===== src/rtl/router_pkg.sv =====
package router_pkg;

  localparam int NUM_PORTS   = 5;
  localparam int NUM_VCS     = 2;
  localparam int NUM_NODES   = 16;
  localparam int BUF_DEPTH   = 4;
  localparam int CREDIT_INIT = 4;  // matches downstream fifo depth

  localparam int PORT_W    = 3;
  localparam int VC_W      = 1;
  localparam int NODE_W    = 4;
  localparam int CREDIT_W  = 3;
  localparam int PAYLOAD_W = 18;
  localparam int BUF_PTR_W = $clog2(BUF_DEPTH);

  typedef logic [PORT_W-1:0]    port_id_t;
  typedef logic [VC_W-1:0]      vc_id_t;
  typedef logic [NODE_W-1:0]    node_id_t;
  typedef logic [CREDIT_W-1:0]  credit_cnt_t;
  typedef logic [PAYLOAD_W-1:0] payload_t;
  typedef logic [BUF_PTR_W-1:0] buf_ptr_t;
  typedef logic [BUF_PTR_W:0]   buf_cnt_t;   // one extra bit so a full fifo counts BUF_DEPTH

  // same encoding as the legacy router flit type field
  typedef enum logic [1:0] {
    FLIT_BODY      = 2'd0,
    FLIT_TAIL      = 2'd1,
    FLIT_HEAD      = 2'd2,
    FLIT_HEAD_TAIL = 2'd3
  } flit_kind_e;

  typedef struct packed {
    flit_kind_e kind;
    vc_id_t     vc;
    node_id_t   src;
    node_id_t   dest;
    payload_t   payload;
  } flit_t;

  typedef struct packed {
    logic     wr_en;
    node_id_t node;
    port_id_t port;
    logic     valid;  // low removes the route for this node
  } route_cfg_t;

  typedef struct packed {
    logic     valid;
    port_id_t port;  // input port being forwarded
    vc_id_t   vc;
  } grant_t;

  typedef enum logic {
    ALLOC_FREE     = 1'b0,
    ALLOC_RESERVED = 1'b1
  } alloc_state_e;

endpackage


===== src/rtl/route_table.sv =====
module route_table
  import router_pkg::*;
(
  input  logic       clk,
  input  logic       reset,
  input  route_cfg_t route_cfg,
  input  node_id_t   lookup_dest [NUM_PORTS],
  output port_id_t   lookup_port [NUM_PORTS],
  output logic       lookup_hit  [NUM_PORTS]
);

  logic     entry_valid [NUM_NODES];
  port_id_t entry_port  [NUM_NODES];

  always_ff @(posedge clk) begin
    if (reset) begin
      for (int n = 0; n < NUM_NODES; n++) begin
        entry_valid[n] <= 1'b0;
        entry_port[n]  <= '0;
      end
    end else if (route_cfg.wr_en) begin
      entry_valid[route_cfg.node] <= route_cfg.valid;
      entry_port[route_cfg.node]  <= route_cfg.port;
    end
  end

  // one read port per input, used on the arriving flit
  always_comb begin
    for (int p = 0; p < NUM_PORTS; p++) begin
      lookup_port[p] = entry_port[lookup_dest[p]];
      lookup_hit[p]  = entry_valid[lookup_dest[p]];
    end
  end

endmodule


===== src/rtl/vc_input_buffer.sv =====
module vc_input_buffer
  import router_pkg::*;
(
  input  logic               clk,
  input  logic               reset,
  input  flit_t              in_flit,
  input  logic               in_write,
  input  logic               route_hit,
  input  port_id_t           route_port,
  input  logic [NUM_VCS-1:0] dequeue,
  output flit_t              head_flit  [NUM_VCS],
  output logic               head_valid [NUM_VCS],
  output port_id_t           head_route [NUM_VCS],
  output logic [NUM_VCS-1:0] credit_out,
  output logic               empty
);

  flit_t    mem_flit  [NUM_VCS][BUF_DEPTH];
  port_id_t mem_route [NUM_VCS][BUF_DEPTH];  // output port resolved at arrival

  buf_ptr_t wr_ptr [NUM_VCS];
  buf_ptr_t rd_ptr [NUM_VCS];
  buf_cnt_t count  [NUM_VCS];

  logic [NUM_VCS-1:0] push;
  logic [NUM_VCS-1:0] full;

  always_comb begin
    for (int v = 0; v < NUM_VCS; v++) begin
      push[v] = in_write && route_hit && (in_flit.vc == vc_id_t'(v));  // unrouted flits dropped
      full[v] = (count[v] == buf_cnt_t'(BUF_DEPTH));
    end
  end

  always_ff @(posedge clk) begin
    for (int v = 0; v < NUM_VCS; v++) begin
      if (push[v]) begin
        mem_flit[v][wr_ptr[v]]  <= in_flit;
        mem_route[v][wr_ptr[v]] <= route_port;
      end
    end
  end

  always_ff @(posedge clk) begin
    if (reset) begin
      for (int v = 0; v < NUM_VCS; v++) begin
        wr_ptr[v] <= '0;
        rd_ptr[v] <= '0;
        count[v]  <= '0;
      end
      credit_out <= '0;
    end else begin
      for (int v = 0; v < NUM_VCS; v++) begin
        if (push[v]) begin
          wr_ptr[v] <= wr_ptr[v] + buf_ptr_t'(1);
        end
        if (dequeue[v]) begin
          rd_ptr[v] <= rd_ptr[v] + buf_ptr_t'(1);
        end
        count[v] <= count[v] + buf_cnt_t'(push[v]) - buf_cnt_t'(dequeue[v]);
      end
      credit_out <= dequeue;  // lands with the flit on the output link
    end
  end

  always_comb begin
    empty = 1'b1;
    for (int v = 0; v < NUM_VCS; v++) begin
      head_flit[v]  = mem_flit[v][rd_ptr[v]];
      head_route[v] = mem_route[v][rd_ptr[v]];
      head_valid[v] = (count[v] != '0);
      if (count[v] != '0) begin
        empty = 1'b0;
      end
    end
  end

  // upstream only sends while holding a credit for the channel
  a_no_overflow: assert property (@(posedge clk) disable iff (reset)
    (in_write && route_hit) |-> !full[in_flit.vc]);

endmodule


===== src/rtl/switch_allocator.sv =====
module switch_allocator
  import router_pkg::*;
(
  input  logic               clk,
  input  logic               reset,
  input  flit_t              head_flit  [NUM_PORTS][NUM_VCS],
  input  logic               head_valid [NUM_PORTS][NUM_VCS],
  input  port_id_t           head_route [NUM_PORTS][NUM_VCS],
  input  logic [NUM_VCS-1:0] credit_ok  [NUM_PORTS],
  output grant_t             grant      [NUM_PORTS],
  output logic [NUM_VCS-1:0] dequeue    [NUM_PORTS]
);

  // reservation per output port and vc
  alloc_state_e state [NUM_PORTS][NUM_VCS];
  port_id_t     owner [NUM_PORTS][NUM_VCS];

  flit_kind_e granted_kind [NUM_PORTS];

  always_comb begin
    logic req;
    logic is_head;
    logic eligible;
    for (int o = 0; o < NUM_PORTS; o++) begin
      grant[o]        = '0;
      granted_kind[o] = FLIT_BODY;
      // later hits override, so the highest vc and then the highest input wins
      for (int v = 0; v < NUM_VCS; v++) begin
        for (int i = 0; i < NUM_PORTS; i++) begin
          req     = head_valid[i][v] && (head_route[i][v] == port_id_t'(o)) && credit_ok[o][v];
          is_head = (head_flit[i][v].kind == FLIT_HEAD) ||
                    (head_flit[i][v].kind == FLIT_HEAD_TAIL);
          if (state[o][v] == ALLOC_RESERVED) begin
            eligible = req && (owner[o][v] == port_id_t'(i));  // only the worm owner
          end else begin
            eligible = req && is_head;
          end
          if (eligible) begin
            grant[o].valid  = 1'b1;
            grant[o].port   = port_id_t'(i);
            grant[o].vc     = vc_id_t'(v);
            granted_kind[o] = head_flit[i][v].kind;
          end
        end
      end
    end
  end

  always_comb begin
    for (int i = 0; i < NUM_PORTS; i++) begin
      dequeue[i] = '0;
      for (int v = 0; v < NUM_VCS; v++) begin
        for (int o = 0; o < NUM_PORTS; o++) begin
          if (grant[o].valid && (grant[o].port == port_id_t'(i)) &&
              (grant[o].vc == vc_id_t'(v))) begin
            dequeue[i][v] = 1'b1;
          end
        end
      end
    end
  end

  always_ff @(posedge clk) begin
    if (reset) begin
      for (int o = 0; o < NUM_PORTS; o++) begin
        for (int v = 0; v < NUM_VCS; v++) begin
          state[o][v] <= ALLOC_FREE;
          owner[o][v] <= '0;
        end
      end
    end else begin
      for (int o = 0; o < NUM_PORTS; o++) begin
        if (grant[o].valid) begin
          case (granted_kind[o])
            FLIT_HEAD: begin
              state[o][grant[o].vc] <= ALLOC_RESERVED;
              owner[o][grant[o].vc] <= grant[o].port;
            end
            FLIT_TAIL, FLIT_HEAD_TAIL: state[o][grant[o].vc] <= ALLOC_FREE;
            default: ;  // body keeps the reservation
          endcase
        end
      end
    end
  end

  for (genvar o = 0; o < NUM_PORTS; o++) begin : g_check
    a_grant_has_credit: assert property (@(posedge clk) disable iff (reset)
      grant[o].valid |-> credit_ok[o][grant[o].vc]);

    for (genvar k = o + 1; k < NUM_PORTS; k++) begin : g_pair
      a_single_output: assert property (@(posedge clk) disable iff (reset)
        !(grant[o].valid && grant[k].valid &&
          (grant[o].port == grant[k].port) && (grant[o].vc == grant[k].vc)));
    end
  end

endmodule


===== src/rtl/output_credit_port.sv =====
module output_credit_port
  import router_pkg::*;
(
  input  logic               clk,
  input  logic               reset,
  input  grant_t             grant,
  input  flit_t              granted_flit,
  input  logic [NUM_VCS-1:0] out_credit_in,
  output flit_t              out_flit,
  output logic               out_write,
  output logic [NUM_VCS-1:0] credit_ok
);

  credit_cnt_t credit [NUM_VCS];
  logic [NUM_VCS-1:0] take;

  always_comb begin
    for (int v = 0; v < NUM_VCS; v++) begin
      take[v]      = grant.valid && (grant.vc == vc_id_t'(v));
      credit_ok[v] = (credit[v] != '0);
    end
  end

  always_ff @(posedge clk) begin
    if (reset) begin
      out_write <= 1'b0;
      for (int v = 0; v < NUM_VCS; v++) begin
        credit[v] <= credit_cnt_t'(CREDIT_INIT);
      end
    end else begin
      out_write <= grant.valid;
      for (int v = 0; v < NUM_VCS; v++) begin
        // send and return in one cycle cancel out
        credit[v] <= credit[v] - credit_cnt_t'(take[v]) + credit_cnt_t'(out_credit_in[v]);
      end
    end
  end

  always_ff @(posedge clk) begin
    if (grant.valid) begin
      out_flit <= granted_flit;
    end
  end

  for (genvar v = 0; v < NUM_VCS; v++) begin : g_check
    // downstream never returns more credits than it was sent flits
    a_credit_max: assert property (@(posedge clk) disable iff (reset)
      credit[v] <= credit_cnt_t'(CREDIT_INIT));
  end

endmodule


===== src/rtl/router_top.sv =====
module router_top
  import router_pkg::*;
(
  input  logic               clk,
  input  logic               reset,
  input  route_cfg_t         route_cfg,
  input  flit_t              in_flit       [NUM_PORTS],
  input  logic               in_write      [NUM_PORTS],
  output logic [NUM_VCS-1:0] in_credit     [NUM_PORTS],
  output flit_t              out_flit      [NUM_PORTS],
  output logic               out_write     [NUM_PORTS],
  input  logic [NUM_VCS-1:0] out_credit_in [NUM_PORTS],
  output logic               idle
);

  node_id_t           lookup_dest [NUM_PORTS];
  port_id_t           lookup_port [NUM_PORTS];
  logic               lookup_hit  [NUM_PORTS];
  flit_t              head_flit   [NUM_PORTS][NUM_VCS];
  logic               head_valid  [NUM_PORTS][NUM_VCS];
  port_id_t           head_route  [NUM_PORTS][NUM_VCS];
  logic [NUM_VCS-1:0] dequeue     [NUM_PORTS];
  logic [NUM_VCS-1:0] credit_ok   [NUM_PORTS];
  grant_t             grant       [NUM_PORTS];
  logic               buf_empty   [NUM_PORTS];

  route_table u_route_table (
    .clk         (clk),
    .reset       (reset),
    .route_cfg   (route_cfg),
    .lookup_dest (lookup_dest),
    .lookup_port (lookup_port),
    .lookup_hit  (lookup_hit)
  );

  for (genvar p = 0; p < NUM_PORTS; p++) begin : g_port
    assign lookup_dest[p] = in_flit[p].dest;

    vc_input_buffer u_in_buf (
      .clk        (clk),
      .reset      (reset),
      .in_flit    (in_flit[p]),
      .in_write   (in_write[p]),
      .route_hit  (lookup_hit[p]),
      .route_port (lookup_port[p]),
      .dequeue    (dequeue[p]),
      .head_flit  (head_flit[p]),
      .head_valid (head_valid[p]),
      .head_route (head_route[p]),
      .credit_out (in_credit[p]),
      .empty      (buf_empty[p])
    );

    output_credit_port u_out_port (
      .clk           (clk),
      .reset         (reset),
      .grant         (grant[p]),
      .granted_flit  (head_flit[grant[p].port][grant[p].vc]),  // crossbar select
      .out_credit_in (out_credit_in[p]),
      .out_flit      (out_flit[p]),
      .out_write     (out_write[p]),
      .credit_ok     (credit_ok[p])
    );
  end

  switch_allocator u_alloc (
    .clk        (clk),
    .reset      (reset),
    .head_flit  (head_flit),
    .head_valid (head_valid),
    .head_route (head_route),
    .credit_ok  (credit_ok),
    .grant      (grant),
    .dequeue    (dequeue)
  );

  always_comb begin
    idle = 1'b1;
    for (int p = 0; p < NUM_PORTS; p++) begin
      if (!buf_empty[p] || grant[p].valid) begin
        idle = 1'b0;
      end
    end
  end

endmodule


===== config.mk =====
export PLATFORM = sky130hd
export DESIGN_NAME = router_top
export DESIGN_NICKNAME = d
export VERILOG_FILES = /design/src/rtl/router_pkg.sv /design/src/rtl/route_table.sv /design/src/rtl/vc_input_buffer.sv /design/src/rtl/switch_allocator.sv /design/src/rtl/output_credit_port.sv /design/src/rtl/router_top.sv
export SDC_FILE = /design/constraint.sdc
export NUM_CORES = 2
export LEC_CHECK = 0
export ABC_AREA = 1
export CAP_MARGIN = 20
export CELL_PAD_IN_SITES_DETAIL_PLACEMENT = 2
export CELL_PAD_IN_SITES_GLOBAL_PLACEMENT = 2
export CORE_ASPECT_RATIO = 0.5
export CORE_UTILIZATION = 35
export DETAILED_ROUTE_END_ITERATION = 10
export DONT_BUFFER_PORTS = 1
export PLACE_DENSITY_LB_ADDON = 0.1
export RECOVER_POWER = 25
export SYNTH_ARGS = -nofsm -noshare
export SYNTH_HDL_FRONTEND = slang
export SYNTH_SLANG_ARGS = --single-unit

===== constraint.sdc =====
create_clock -name clk -period 3.9 [get_ports clk]
set_input_delay 0.39 -clock clk [delete_from_list [all_inputs] [get_ports clk]]
set_output_delay 0.39 -clock clk [all_outputs]
set_load 0.03 [all_outputs]

==> results.py <==
metrics = {
    "cts": {
        "cts_max_level": 4,
        "tritoncts": "yes",
        "clkSinkCount": 1644,
        "cts-root-buf": "clkbuf_16",
        "worstSkewPairLatency_ns": 0.89,
        "cts_buffers": 165,
        "path_clk_slew_ns": 0.07,
        "clk_path_buf_depth": 4,
    },
    "routing": {
        "dr.pass1.iters": 5,
        "vias": 77600,
        "ant_nets": 0,
        "wl_per_cell_um": 35.6,
        "drt_wl_total_mm": 459,
        "drc": 0,
        "drtIter0Drc": 9624,
        "viasPerCell": 6.01,
    },
    "timing": {
        "setup_viol": 8,
        "fin_setup_tns_ns": -0.329,
        "fin_skew_ns": 0.103,
        "tightest_slew_ns": 1.06,
        "grt_setup_unrepaired": "true",
        "timing.final.crit_period_ns": 4.00,
        "slew_viol_final": 0,
        "fin_ws_ns": -0.104,
        "timing.final.crit_share_pct": 103,
        "hold_violations": 0,
        "slew_headroom_pct": 29.5,
        "fmax_ghz": 0.250,
        "whs_ns": 0.0340,
    },
    "synth": {
        "synth_top_cell_area_share_pct": 57.4,
        "syn_inst": 8918,
        "synth.distinct_cells": 49,
        "synth-async-reset-ratio_pct": 0,
        "ys_seq_area_share_pct": 59.2,
        "syn_nets": 9184,
        "synth-edff-count": 1569,
        "synth_warnings": 0,
        "yosys-top-cells-area": "edfxtp_1 (57%), nand2_1 (10%), o21ai_0 (6.0%), nand3_1 (4.6%), nor2_1 (3.4%)",
        "synth_area_mm2": 0.0821,
        "synth-seq-cells": 1644,
        "synth_flop_cell": "edfxtp_1",
        "avgSynthCellArea_um2": 9.21,
        "synth_top_area_cell": "edfxtp_1",
    },
    "global_routing": {
        "antenna_found_initial": 48,
        "first_global_vias": 78700,
        "grt_max_degree": 128,
        "grt_overflow": 0,
        "grt_first_pass_wirelength_mm": 627,
        "grtUsageTotal_pct": 37.6,
    },
    "cells_and_area": {
        "multi_input_comb_area_mm2": 0.0302,
        "fillers": 24900,
        "seq_area_mm2": 0.0486,
        "final_common_cell": "nand2_1",
        "areaGrowthSynthToFinish_pct": 23.5,
        "stdcell_count": 12900,
        "final_nets": 9928,
        "final_layout_size_suffix_gt1_share_pct": 16.4,
        "layout_common_cells": "nand2_1 (2162), edfxtp_1 (1569), o21ai_0 (960)",
    },
    "die": {
        "fp.dieW_um": 687,
        "rows": 125,
        "pin_count": 332,
        "initial_core_util_pct": 35.3,
        "core_mm2": 0.233,
        "die_h_um": 345,
        "dieArea_mm2": 0.237,
    },
    "critical_path": {
        "cp-end-kind": "register",
        "crit_fanout": 6,
        "cp.arrival_ns": 4.73,
        "crit_required_ns": 4.63,
        "critPathLaunchType": "register",
        "worstSetupPathType": "reg2reg",
    },
    "pwr": {
        "p_switching_mw": 44.3,
        "clkPwrFrac_pct": 18.3,
        "switching_share_pct": 49.7,
        "power_mw": 89.0,
        "comb_power_share_pct": 53.7,
        "leakage_nw": 39.5,
        "ir_worst_vdd_v": 0.000389,
        "p_int_mw": 44.8,
        "p_seq_share_pct": 28.1,
        "cellPowerDensity_mw_per_mm2": 878,
    },
    "status": {
        "status": "complete, but fails checks",
        "violations": "negative setup slack",
    },
    "placement": {
        "gp_congestion": 0.964,
        "port_buffers": 0,
        "dp_cells": 12300,
        "dp.final_hpwl_mm": 325,
        "preCtsSetupSlack_ns": -0.537,
    },
    "min_path": {
        "hold_class": "in2reg",
    },
    "flow_run": {
        "cap_violations": 0,
    },
}
## synthesized netlist by cell type (11+ instances only)
cell / count
edfxtp_1: 1569
or2_2: 12
a32oi_1: 13
nand3_1: 759
a21boi_1: 12
o221ai_1: 27
buf_2: 112
o21ai_0: 986
inv_2: 41
dfxtp_1: 75
a32o_1: 67
xor2_1: 15
nor3_1: 187
inv_1: 679
fa_1: 20
a31oi_1: 24
nand4_1: 60
a22oi_1: 22
o21ai_1: 42
o211ai_1: 17
ha_1: 75
clkbuf_1: 338
a21oi_1: 406
nor2_1: 745
nand2_1: 2275
nor2_2: 11
buf_1: 40
xnor2_1: 20
buf_4: 40
o22ai_1: 170
## layout make-up
| cell class | count | area share (%) |
|---|---|---|
| Timing Repair Buffer | 1111 | 10.6 |
| Sequential cell | 1644 | 47.9 |
| Inverter | 729 | 2.74 |
| Tap cell | 3111 | 3.84 |
| Multi-Input combinational cell | 6008 | 29.7 |
| Clock inverter | 69 | 0.629 |
| Clock buffer | 220 | 4.42 |
| Timing Repair inverter | 3 | 0.0222 |
| Antenna cell | 14 | 0.0345 |
## what timing repair did
action                                  4_1_cts  5_1_grt
cloned                                        3        4
endpoints found under the setup margin      146      171
gates resized for setup                     209      267
endpoints found under the hold margin      1277        0
setup buffers                                59       37
pin swaps                                    76      113
hold buffers                                169        0
## worst paths after layout
path | slack, ns | startpoint | to | cells past startpoint
setup / recovery | -0.10 | g_port[2].u_in_buf.rd_ptr[0][0] | g_port[3].u_in_buf.count[0][2] | 27
hold / removal | 0.03 | in_flit[113] | g_port[1].u_in_buf.count[0][0] | 4
setup reg to reg | -0.10 | g_port[2].u_in_buf.rd_ptr[0][0] | g_port[3].u_in_buf.count[0][2] | 27
hold reg to reg | 0.48 | g_port[4].u_in_buf.count[0][5] | g_port[4].u_in_buf.count[0][5] | 1
## flip-flops by register name, indices dropped and copies added (netlist names)
register	cells
u_alloc.state	10
u_route_table.entry_valid	16
g_port.u_out_port.out_write	5
g_port.u_out_port.out_flit	145
g_port.u_in_buf.rd_ptr	20
u_route_table.entry_port	48
u_alloc.owner	30
g_port.u_out_port.credit	30
g_port.u_in_buf.wr_ptr	20
g_port.u_in_buf.credit_out	10
g_port.u_in_buf.mem_route	120
g_port.u_in_buf.count	30
g_port.u_in_buf.mem_flit	1160
## cell families (layout without fill, tap and decap cells)
logic type | Yosys count | count (layout) | share of synthesized area [%]
flops | 1644 | 1644 | 59.2
xor+xnor | 35 | 35 | 0.373
simple gates | 4077 | 4077 | 20.5
other cells | 0 | 14 | 0
buf+inv | 1266 | 2132 | 6.20
fa+ha+maj | 95 | 95 | 1.63
compound gates | 1801 | 1801 | 12.1
## critical path, stage by stage (launching register included)
cell and delay [ns]:
edfxtp_1 0.51, buf_4 0.19, nand2_1 0.11, nand3_2 0.16, nand2_4 0.12, buf_12 0.16
buf_4 0.15, nor2_2 0.05, nand3_2 0.11, inv_2 0.05, o21ai_2 0.17, nand2_1 0.07
nand2_1 0.06, nand2_1 0.07, nand2_2 0.09, nand2_4 0.09, buf_6 0.15, nor2_4 0.19
nand2_2 0.11, nand2_4 0.09, nor2_4 0.06, xor2_1 0.14, ha_2 0.20, inv_2 0.04
fa_2 0.37, xor2_2 0.16, o21ai_1 0.14, a21oi_1 0.06
## through the flow
stage / area [µm²] / util, %
finish: 101000 / 43.6
detailed placement: 92100 / 39.6
CTS: 100000 / 43.0
global route: 101000 / 43.6
global placement: 92100 / 39.6
floorplan: 82100 / -
## per-layer routing
| metal | vias up | global-route usage, % | wire length (µm) |
|---|---|---|---|
| met2 | 3829 | 55.4 | 193000 |
| met4 | 24 | 15.0 | 21100 |
| met3 | 763 | 11.3 | 54000 |
| met5 | - | 0 | 161 |
| met1 | 40700 | 51.9 | 191000 |
| li1 | 32200 | - | - |
## power by group through the flow
stage,combinational [mW],sequential (mW),clock (mW)
floorplan,18.6,24.6,0
CTS,44.7,25.0,16.4
detailed placement,43.1,25.3,0
global route,49.3,25.1,17.0
finish,47.8,25.0,16.3
global placement,41.9,25.2,0
Note: power is estimated with default switching activity, not from simulation.
